$ cat src/aip_settings.svh
`ifndef AIP_SETTINGS_SVH
`define AIP_SETTINGS_SVH

// Host and memory word width
`define AIP_DATA_WIDTH 32

// Pointer bits taken from the host data word
`define AIP_PTR_WIDTH 16

// Address bits of each input memory
`define AIP_MEMIN_DEPTH_LOG 5

// Address bits of the output memory
`define AIP_MEMOUT_DEPTH_LOG 6

`define AIP_IP_ID 32'h1000500A

`endif

$ cat src/aipPkg.sv
`default_nettype none

package aipPkg;

  // Host configuration codes
  typedef enum logic [4:0] {
    MemIn0Data  = 5'd0,
    MemIn0Ptr   = 5'd1,
    MemIn1Data  = 5'd2,
    MemIn1Ptr   = 5'd3,
    MemOutData  = 5'd4,
    MemOutPtr   = 5'd5,
    ConfRegData = 5'd6,
    ConfRegPtr  = 5'd7,
    Status      = 5'd30,
    Id          = 5'd31
  } aipConfigE;

  // Sources of the host read data
  typedef enum logic [1:0] {
    SelMemOut = 2'd0,
    SelZero   = 2'd1,
    SelStatus = 2'd2,
    SelId     = 2'd3
  } readSelE;

endpackage

`default_nettype wire

$ cat src/memPkg.sv
`default_nettype none

`include "aip_settings.svh"

package memPkg;

  typedef logic [`AIP_DATA_WIDTH-1:0] wordT;
  typedef logic [`AIP_PTR_WIDTH-1:0] ptrT;

  // Status word layout
  localparam int StatBusyBit  = 0;
  localparam int StatDoneBit  = 8;
  localparam int StatIntEnBit = 16;

endpackage

`default_nettype wire

$ cat src/aipAccessIf.sv
`default_nettype none

interface aipAccessIf;

  logic [1:0] memInWrEn;     // One per input memory
  memPkg::ptrT memInWrPtr0;
  memPkg::ptrT memInWrPtr1;
  memPkg::ptrT memOutRdPtr;
  logic confWrEn;

  modport ctrl (
    output memInWrEn,
    output memInWrPtr0,
    output memInWrPtr1,
    output memOutRdPtr,
    output confWrEn
  );

  modport store (
    input memInWrEn,
    input memInWrPtr0,
    input memInWrPtr1,
    input memOutRdPtr,
    input confWrEn
  );

endinterface

`default_nettype wire

$ cat src/aipDualPortRam.sv
`default_nettype none

module aipDualPortRam #(
  parameter int addrBits = 5
) (
  input  logic                clk,
  input  logic                wrEn_i,
  input  logic [addrBits-1:0] wrAddr_i,
  input  memPkg::wordT        wrData_i,
  input  logic [addrBits-1:0] rdAddr_i,
  output memPkg::wordT        rdData_o
);

  memPkg::wordT mem [2**addrBits];

  always_ff @(posedge clk) begin
    if (wrEn_i) begin
      mem[wrAddr_i] <= wrData_i;
    end
  end

  // Read is combinational
  assign rdData_o = mem[rdAddr_i];

endmodule

`default_nettype wire

$ cat src/aipCtrl.sv
`default_nettype none

module aipCtrl (
  input  logic              clk,
  input  logic              rst,
  input  logic              en_i,
  input  logic              writeAIP_i,
  input  logic              readAIP_i,
  input  aipPkg::aipConfigE configAIP_i,
  input  memPkg::ptrT       ptrIn_i,
  aipAccessIf.ctrl          acc,
  output logic              setStatus_o,
  output aipPkg::readSelE   readSel_o
);

  memPkg::ptrT memIn0Ptr;
  memPkg::ptrT memIn1Ptr;
  memPkg::ptrT memOutPtr;
  logic        confPtr;   // Single config register entry

  logic wrMemIn0;
  logic wrMemIn1;
  logic wrConf;
  logic rdMemOut;

  assign wrMemIn0 = writeAIP_i && (configAIP_i == aipPkg::MemIn0Data);
  assign wrMemIn1 = writeAIP_i && (configAIP_i == aipPkg::MemIn1Data);
  assign wrConf   = writeAIP_i && (configAIP_i == aipPkg::ConfRegData);
  assign rdMemOut = readAIP_i && (configAIP_i == aipPkg::MemOutData);

  // Pointer preset takes priority over auto-increment
  always_ff @(posedge clk or negedge rst) begin
    if (!rst) begin
      memIn0Ptr <= '0;
      memIn1Ptr <= '0;
      memOutPtr <= '0;
      confPtr   <= 1'b0;
    end else if (en_i) begin
      if (writeAIP_i && configAIP_i == aipPkg::MemIn0Ptr) begin
        memIn0Ptr <= ptrIn_i;
      end else if (wrMemIn0) begin
        memIn0Ptr <= memIn0Ptr + 1'b1;
      end

      if (writeAIP_i && configAIP_i == aipPkg::MemIn1Ptr) begin
        memIn1Ptr <= ptrIn_i;
      end else if (wrMemIn1) begin
        memIn1Ptr <= memIn1Ptr + 1'b1;
      end

      if (writeAIP_i && configAIP_i == aipPkg::MemOutPtr) begin
        memOutPtr <= ptrIn_i;
      end else if (rdMemOut) begin
        memOutPtr <= memOutPtr + 1'b1;
      end

      if (writeAIP_i && configAIP_i == aipPkg::ConfRegPtr) begin
        confPtr <= ptrIn_i[0];
      end else if (wrConf) begin
        confPtr <= 1'b0;   // Wraps after the only entry
      end
    end
  end

  assign acc.memInWrEn   = {wrMemIn1, wrMemIn0};
  assign acc.memInWrPtr0 = memIn0Ptr;
  assign acc.memInWrPtr1 = memIn1Ptr;
  assign acc.memOutRdPtr = memOutPtr;
  assign acc.confWrEn    = wrConf && !confPtr;

  assign setStatus_o = writeAIP_i && (configAIP_i == aipPkg::Status);

  always_comb begin
    case (configAIP_i)
      aipPkg::MemOutData: readSel_o = aipPkg::SelMemOut;
      aipPkg::Status:     readSel_o = aipPkg::SelStatus;
      aipPkg::Id:         readSel_o = aipPkg::SelId;
      default:            readSel_o = aipPkg::SelZero;
    endcase
  end

endmodule

`default_nettype wire

$ cat src/aipStorage.sv
`default_nettype none

`include "aip_settings.svh"

module aipStorage #(
  parameter int memInBits  = `AIP_MEMIN_DEPTH_LOG,
  parameter int memOutBits = `AIP_MEMOUT_DEPTH_LOG
) (
  input  logic         clk,
  input  logic         rst,
  aipAccessIf.store    acc,
  input  memPkg::wordT wrData_i,
  input  memPkg::ptrT  rdAddrMemIn0_i,
  input  memPkg::ptrT  rdAddrMemIn1_i,
  input  logic         wrEnMemOut_i,
  input  memPkg::ptrT  wrAddrMemOut_i,
  input  memPkg::wordT wrDataMemOut_i,
  output memPkg::wordT rdDataMemIn0_o,
  output memPkg::wordT rdDataMemIn1_o,
  output memPkg::wordT memOutData_o,
  output memPkg::wordT confReg_o
);

  // Host writes, core reads
  aipDualPortRam #(.addrBits(memInBits)) memIn0 (
    .clk      (clk),
    .wrEn_i   (acc.memInWrEn[0]),
    .wrAddr_i (acc.memInWrPtr0[memInBits-1:0]),
    .wrData_i (wrData_i),
    .rdAddr_i (rdAddrMemIn0_i[memInBits-1:0]),
    .rdData_o (rdDataMemIn0_o)
  );

  aipDualPortRam #(.addrBits(memInBits)) memIn1 (
    .clk      (clk),
    .wrEn_i   (acc.memInWrEn[1]),
    .wrAddr_i (acc.memInWrPtr1[memInBits-1:0]),
    .wrData_i (wrData_i),
    .rdAddr_i (rdAddrMemIn1_i[memInBits-1:0]),
    .rdData_o (rdDataMemIn1_o)
  );

  // Core writes, host reads at its pointer
  aipDualPortRam #(.addrBits(memOutBits)) memOut (
    .clk      (clk),
    .wrEn_i   (wrEnMemOut_i),
    .wrAddr_i (wrAddrMemOut_i[memOutBits-1:0]),
    .wrData_i (wrDataMemOut_i),
    .rdAddr_i (acc.memOutRdPtr[memOutBits-1:0]),
    .rdData_o (memOutData_o)
  );

  always_ff @(posedge clk or negedge rst) begin
    if (!rst) begin
      confReg_o <= '0;
    end else if (acc.confWrEn) begin
      confReg_o <= wrData_i;
    end
  end

endmodule

`default_nettype wire

$ cat src/aipStatusRead.sv
`default_nettype none

`include "aip_settings.svh"

module aipStatusRead (
  input  logic            clk,
  input  logic            rst,
  input  logic            setStatus_i,
  input  memPkg::wordT    wrData_i,
  input  logic            coreBusy_i,
  input  logic            coreDone_i,
  input  aipPkg::readSelE readSel_i,
  input  memPkg::wordT    memOutData_i,
  output memPkg::wordT    dataOut_o,
  output logic            intReq_o
);

  logic         doneQ;
  logic         doneRise;
  logic         donePend;
  logic         intEn;
  memPkg::wordT statusWord;

  assign doneRise = coreDone_i && !doneQ;

  always_ff @(posedge clk or negedge rst) begin
    if (!rst) begin
      doneQ    <= 1'b0;
      donePend <= 1'b0;
      intEn    <= 1'b0;
    end else begin
      doneQ <= coreDone_i;
      if (doneRise) begin
        donePend <= 1'b1;   // New done event wins over a clear
      end else if (setStatus_i && wrData_i[memPkg::StatDoneBit]) begin
        donePend <= 1'b0;
      end
      if (setStatus_i) begin
        intEn <= wrData_i[memPkg::StatIntEnBit];
      end
    end
  end

  assign intReq_o = donePend && intEn;

  always_comb begin
    statusWord = '0;
    statusWord[memPkg::StatBusyBit]  = coreBusy_i;
    statusWord[memPkg::StatDoneBit]  = donePend;
    statusWord[memPkg::StatIntEnBit] = intEn;
  end

  always_comb begin
    case (readSel_i)
      aipPkg::SelMemOut: dataOut_o = memOutData_i;
      aipPkg::SelStatus: dataOut_o = statusWord;
      aipPkg::SelId:     dataOut_o = `AIP_IP_ID;
      default:           dataOut_o = '0;
    endcase
  end

endmodule

`default_nettype wire

$ cat src/aipTop.sv
`default_nettype none

`include "aip_settings.svh"

module aipTop (
  input  logic                      clk,
  input  logic                      rst,
  input  logic                      en_i,
  input  logic [`AIP_DATA_WIDTH-1:0] dataInAIP_i,
  output logic [`AIP_DATA_WIDTH-1:0] dataOutAIP_o,
  input  logic [4:0]                configAIP_i,
  input  logic                      readAIP_i,
  input  logic                      writeAIP_i,
  input  logic                      startAIP_i,
  output logic                      intAIP_o,
  input  logic [`AIP_PTR_WIDTH-1:0]  rdAddrMemIn0_i,
  input  logic [`AIP_PTR_WIDTH-1:0]  rdAddrMemIn1_i,
  output logic [`AIP_DATA_WIDTH-1:0] rdDataMemIn0_o,
  output logic [`AIP_DATA_WIDTH-1:0] rdDataMemIn1_o,
  input  logic                      wrEnMemOut_i,
  input  logic [`AIP_PTR_WIDTH-1:0]  wrAddrMemOut_i,
  input  logic [`AIP_DATA_WIDTH-1:0] wrDataMemOut_i,
  output logic [`AIP_DATA_WIDTH-1:0] rdDataConfigReg_o,
  input  logic                      statusBusy_i,
  input  logic                      coreDone_i,
  output logic                      startIPcore_o
);

  aipPkg::aipConfigE configCode;
  aipPkg::readSelE   readSel;
  logic              setStatus;
  memPkg::wordT      memOutData;

  assign configCode    = aipPkg::aipConfigE'(configAIP_i);
  assign startIPcore_o = startAIP_i;   // No latency to the core

  aipAccessIf accIf ();

  aipCtrl ctrl (
    .clk         (clk),
    .rst         (rst),
    .en_i        (en_i),
    .writeAIP_i  (writeAIP_i),
    .readAIP_i   (readAIP_i),
    .configAIP_i (configCode),
    .ptrIn_i     (dataInAIP_i[`AIP_PTR_WIDTH-1:0]),
    .acc         (accIf),
    .setStatus_o (setStatus),
    .readSel_o   (readSel)
  );

  aipStorage storage (
    .clk            (clk),
    .rst            (rst),
    .acc            (accIf),
    .wrData_i       (dataInAIP_i),
    .rdAddrMemIn0_i (rdAddrMemIn0_i),
    .rdAddrMemIn1_i (rdAddrMemIn1_i),
    .wrEnMemOut_i   (wrEnMemOut_i),
    .wrAddrMemOut_i (wrAddrMemOut_i),
    .wrDataMemOut_i (wrDataMemOut_i),
    .rdDataMemIn0_o (rdDataMemIn0_o),
    .rdDataMemIn1_o (rdDataMemIn1_o),
    .memOutData_o   (memOutData),
    .confReg_o      (rdDataConfigReg_o)
  );

  aipStatusRead statusRead (
    .clk          (clk),
    .rst          (rst),
    .setStatus_i  (setStatus),
    .wrData_i     (dataInAIP_i),
    .coreBusy_i   (statusBusy_i),
    .coreDone_i   (coreDone_i),
    .readSel_i    (readSel),
    .memOutData_i (memOutData),
    .dataOut_o    (dataOutAIP_o),
    .intReq_o     (intAIP_o)
  );

endmodule

`default_nettype wire

$ cat config.mk
export PLATFORM = sky130hd
export DESIGN_NAME = aipTop
export DESIGN_NICKNAME = d
export VERILOG_FILES = /design/src/aipPkg.sv /design/src/memPkg.sv /design/src/aipAccessIf.sv /design/src/aipDualPortRam.sv /design/src/aipCtrl.sv /design/src/aipStorage.sv /design/src/aipStatusRead.sv /design/src/aipTop.sv
export VERILOG_INCLUDE_DIRS = /design/src /design/src/src
export SDC_FILE = /design/constraint.sdc
export NUM_CORES = 2
export LEC_CHECK = 0
export BUFFER_PORTS_ARGS = -buffer_cell sky130_fd_sc_hd__buf_2
export CORE_ASPECT_RATIO = 1.75
export CORE_MARGIN = 4
export CORE_UTILIZATION = 30
export CTS_BUF_LIST = sky130_fd_sc_hd__clkbuf_4
export CTS_CLUSTER_DIAMETER = 200
export DETAILED_ROUTE_END_ITERATION = 12
export GPL_ROUTABILITY_DRIVEN = 0
export PLACE_DENSITY = 0.4
export SKIP_CTS_REPAIR_TIMING = 1
export SYNTH_ARGS = -nofsm -noshare
export SYNTH_HDL_FRONTEND = slang
export SYNTH_SLANG_ARGS = --single-unit
export TNS_END_PERCENT = 20
$ cat constraint.sdc
create_clock -name clk -period 6.85 [get_ports clk]
set_input_delay 0.685 -clock clk [delete_from_list [all_inputs] [get_ports clk]]
set_output_delay 0.685 -clock clk [all_outputs]
set_load 0.01 [all_outputs]
# == Word-level counts from Yosys, hierarchy flattened ==
# Memory sizes are Yosys's and may differ from the RTL's.
# Index checks and enable logic that the tools add are counted.
# word_totals
reg_bits,84
latchBits,0
ramBits,4096
mem_bits_ro,0
elab_cells,69
n_memories,3
# op_classes
n_addsub,3
multipliers,0
div,0
magnitude_cmp,0
n_eq_ne,11
shift,0
n_mux,18
n_bitwise,0
reduce_logical,26
# mem_list
name,depth,width,read_ports,rd_ports_with_merged_regs,write_ports,line_no,rtl
storage.memOut.mem,64,32,1,0,1,aipDualPortRam.sv:14,memPkg::wordT mem [2**addrBits];
storage.memIn0.mem,32,32,1,0,1,aipDualPortRam.sv:14,
storage.memIn1.mem,32,32,1,0,1,aipDualPortRam.sv:14,
# op_table
operator,n
$mux W16,6
$pmux W32 S3,1
$add A16 B1 Y16 const B,3
$eq A5 B3 Y1 const B,4
$logic_and A1 B1 Y1,13
$eq A5 B2 Y1 const B,2
$eq A5 B5 Y1 const B,2
$mux W1,10
$reduce_bool A2 Y1,5
$reduce_and A2 Y1,4
$pmux W2 S3,1
$eq A5 B1 Y1 const B,1
$logic_not A5 Y1,1
$eq A2 B2 Y1 const B,2
$logic_not A1 Y1,2
$logic_not A2 Y1,1

# == Logic depth before layout (Yosys ltp) ==
# depth
ltp_word,5
depth_mapped,11

# == Hierarchy ==
# From an unflattened synthesis, not the netlist that was laid out.
# hier_totals
cells_unflattened,8257
area_unflattened_um2,162689.8
# by_module_without_submodules
mod,instances,cells_each,area_each_um2,seq_area_each_um2
aipDualPortRam at storage.memIn0 ...,2,2228,39844.5,30749.5
aipDualPortRam at storage.memOut,1,3292,77874.7,61499.0
aipCtrl,1,391,3379.5,1226.2
aipStorage,1,68,1345.0,800.8
aipStatusRead,1,49,394.1,75.1
aipTop,1,1,7.5,0.0

# == Least setup slack after synthesis ==
# No wires, ideal clock.
# synth_timing
kind,in2reg
startpoint,input wrEnMemOut_i
endpoint,"memory storage.memOut.mem[32][0] (netlist bit), enable pin"
setup_ps,461
arrival_ps,3347
t_required_ps,6389
slack_ps,3042
path_stages,4
path_cell_list,nor2b_1 > nor2b_1 > nand2_1 > nor3_1
# synth_between
elab_chain_len,2
# synth_lines
element,line_no,rtl
start: declaration,aipTop.sv:20,"input logic wrEnMemOut_i,"
$mux W1,aipDualPortRam.sv:17,if (wrEn_i) begin
$mux W1 (not written as such),aipDualPortRam.sv:18,mem[wrAddr_i] <= wrData_i;
end: declaration,aipDualPortRam.sv:14,
# No other way between the ends.

# == Worst setup path in the final report ==
# layout_timing
startpoint,"register ctrl.memOutPtr[0], in the netlist ctrl.acc.memOutRdPtr[0]"
endpoint,output dataOutAIP_o[2]
# layout_between
elab_chain_len,2
# layout_lines
element,line_no,rtl
start: declaration,aipCtrl.sv:18,memPkg::ptrT memOutPtr;
start signal: assignment,aipCtrl.sv:52,memOutPtr <= ptrIn_i;
start signal: assignment,aipCtrl.sv:54,memOutPtr <= memOutPtr + 1'b1;
$mem_v2 Z64 W32,-,
$pmux W32 S3,aipStatusRead.sv:54,case (readSel_i)
end: declaration,aipTop.sv:10,"output logic [`AIP_DATA_WIDTH-1:0] dataOutAIP_o,"
# No other way between the ends.

==> out/results.ini <==
[timing]
rsz0062_at_grt=false
finalHoldViolCount=0
post-route-period-util_pct=90.20
final_max_slew_viol_count=0
worstMarginPinSlew_ps=1304
max_freq_mhz=161.8
period_needed_ps=6179
skew_ps=143.2
final-setup-viol-count=0
max-slew-margin-rel_pct=13.04
tns_ps=0

[power]
ir_drop_mv=0.1631
power_leakage_nw=57.36
p_per_area_nw_per_um2=299.9

[hold_path]
worstHoldStart=wrDataMemOut_i[28]
holdPathStages=1
hp-class=input port to register
hold_end=storage.memOut.mem[10][28]$_DFFE_PP_

[drt]
drc_errors=0
firstDrtPassIters=7
routedWlPerCell_um=31.66
detail-route-antenna-nets=0
wirelength_um=490700
drt_iter0_drc=5704
route.vias.total=76582
viasPerCell=4.941

[yosys]
ys_async_sr_fraction_pct=1.254
ys_seq_elements=4148
syn-num-nets=6740
synth_cells=6605
synthesis.area_um2=158700
ys_seq_area_share_pct=78.32
syn_avg_cell_area_um2=24.03
synthFlopType=edfxtp_1
synth_edf_count=4096
ys_warn_count=0
yosysUniqueCellTypes=55

[outcome]
status=complete, no violations

[global_routing]
grt_pass1_wl_um=673000
grtUsageTotal_pct=18.02
grt_pass1_vias=84556
grt_antenna_before_repair=48
grt_max_degree=113
overflow=0

[worst_setup_path]
r2r_setup_slack_ps=3700
worstPathMaxFanout=36
crit_path_end_kind=output port
path_cells=buf_4 -> mux4_2 -> mux4_2 -> o22ai_1 -> nor3_1 -> buf_2
cpPeakStageDelay_ps=1090
crit_path_frequent_cell=mux4_2
cp_slowest_cell=dfrtp_4
cp_data_required_time_ps=6160
critPathArrivalTime_ps=5490
rr_worst_depth=4
crit_type=register to output port
crit_start=ctrl.acc.memOutRdPtr[0]$_DFFE_PN0P_
r2r-start=ctrl.acc.memInWrPtr0[0]$_DFFE_PN0P_
crit_path_start_kind=register
r2r_end=storage.memIn0.mem[31][27]$_DFFE_PP_

[cts]
cts_sinks=4148
htreeDepth=7
clk_pin_slew_worst_paths_ps=70
root_buffer=clkbuf_4
insertion_delay_ps=1440
clockBufferDepth=5
cts_inserted_buffers=1071
cts_tree=built

[floorplanning]
initial_utilization_pct=30.10
ios=256
die_x_um=557.8
dieArea_um2=541200
num_rows=353
core_um2=527400
dieHeight_um=970.2

[placement]
portBuffers=221
hpwl_um=285800
dp.cells=13652

[cells_and_area]
nets=7999
drive_gt1_share_pct=40.53
syn_to_final_growth_pct=15.50
fin_cells=15499

[job]
cap_violations=0

cell usage after synthesis (19+ instances only):
cell      count  area share (%)
a22oi_1      57            0.27
buf_2       118            0.37
mux2_2      113            0.80
edfxtp_1   4096              77
clkbuf_1    127            0.30
buf_4        38            0.18
o21ai_0      31           0.098
nand2_1      69            0.16
buf_1        36           0.085
nor2_1      164            0.39
a21oi_1      81            0.26
buf_6        28            0.20
nand3_1      42            0.13
mux4_2     1159              16
nor3_1       26           0.082
mux2i_1     128            0.81
a211oi_1     19           0.090
dfrtp_1      52            0.82
nor2b_1      31            0.12
power by group:
part	switching (mW)	internal [mW]
Sequential	0.174	28.0
Clock	10.0	10.6
Combinational	3.46	2.67
Total	13.6	41.3
per-stage QoR:
stage	util (%)	cell area (µm²)	setup WS [ps]	hold slack (ps)	total power, mW
finish	34.76	183300	671.4	47.53	54.98
global route	34.76	183300	419.7	-21.91	57.64
CTS	34.62	182600	306.4	-865.1	56.06
detailed placement	32.22	169900	2059	488.2	35.05
global placement	32.22	169900	2044	483.0	35.00
floorplan	-	158700	3042	389.4	32.67
cell usage in the layout (no fill, tap or decap), types with 15 or more instances in the layout:
cell / netlist / layout
edfxtp_1: 4096 / 4096
clkbuf_4: 0 / 1491
mux4_2: 1159 / 1159
buf_4: 38 / 231
buf_2: 118 / 211
clkinv_1: 1 / 175
mux2i_1: 128 / 128
nor2_4: 0 / 124
mux2_2: 113 / 113
a21oi_1: 81 / 81
nand2_1: 69 / 69
dlygate4sd3_1: 0 / 60
a22oi_1: 57 / 57
dfrtp_1: 52 / 47
nand3_1: 42 / 42
diode_2: 0 / 41
nor2_1: 164 / 39
inv_2: 1 / 31
o21ai_0: 31 / 31
nor2b_1: 31 / 29
buf_12: 0 / 26
clkinv_2: 0 / 23
nor3_1: 26 / 22
a211oi_1: 19 / 19
a221oi_1: 18 / 18
o22ai_1: 18 / 18
bufinv_16: 0 / 17
inv_1: 15 / 15
worst max-delay path by stage:
stage / endpoint / slack (ps) / cells after the start
6_report: dataOutAIP_o[2] / 670 / 6
5_1_grt: dataOutAIP_o[22] / 420 / 8
4_1_cts: dataOutAIP_o[2] / 310 / 6
3_5_place_dp: storage.memIn1.mem[9][12]$_DFFE_PP_ / 2060 / 7
3_3_place_gp: dataOutAIP_o[2] / 2040 / 6
2_1_floorplan: storage.memOut.mem[32][0]$_DFFE_PP_ / 3040 / 4
cell families after synthesis:
logic type,Yosys count,synth area share (%)
mux,1400,18.06
simple gates,382,1.103
fa+ha+maj,9,0.07095
flops,4148,78.32
compound gates,300,1.260
buf+inv,366,1.195
area by class of cell:
| class | count | area (µm²) |
|---|---|---|
| timing repair buffer | 535 | 4021 |
| sequential | 4148 | 124300 |
| multi-input combinational | 2091 | 33490 |
| tap | 6922 | 8661 |
| antenna | 41 | 102.6 |
| clock inverter | 254 | 1471 |
| fill | 49800 | 344000 |
| clock buffer | 1491 | 11190 |
| inverter | 17 | 63.81 |
sequential cells by signal (all words and copies together) (netlist names):
name and flops:
storage.memOut.mem 2048, ctrl.acc.memInWrPtr0 5, storage.confReg_o 32, ctrl.confPtr 1, storage.memIn1.mem 1024, statusRead.doneQ 1, ctrl.acc.memInWrPtr1 5, ctrl.acc.memOutRdPtr 6
statusRead.donePend 1, statusRead.intEn 1, storage.memIn0.mem 1024
per-layer routing:
metal	vias up	part of all wire, %	track usage, %
li1	31654	-	-
met1	41608	36	19.22
met2	2406	56	34.20
met3	898	5.2	3.966
met5	-	0.019	0
met4	16	3.4	6.897
worst max-delay path, delay by kind of cell, from the launching register on:
family                 cells  cell delay (ps)
multiplexers               2             1130
flip-flops                 1             1090
buffers and inverters      2              810
AO/OA/AOI/OAI              1              550
AND/OR/NAND/NOR            1              310
Power figures use the tool's default switching activity.
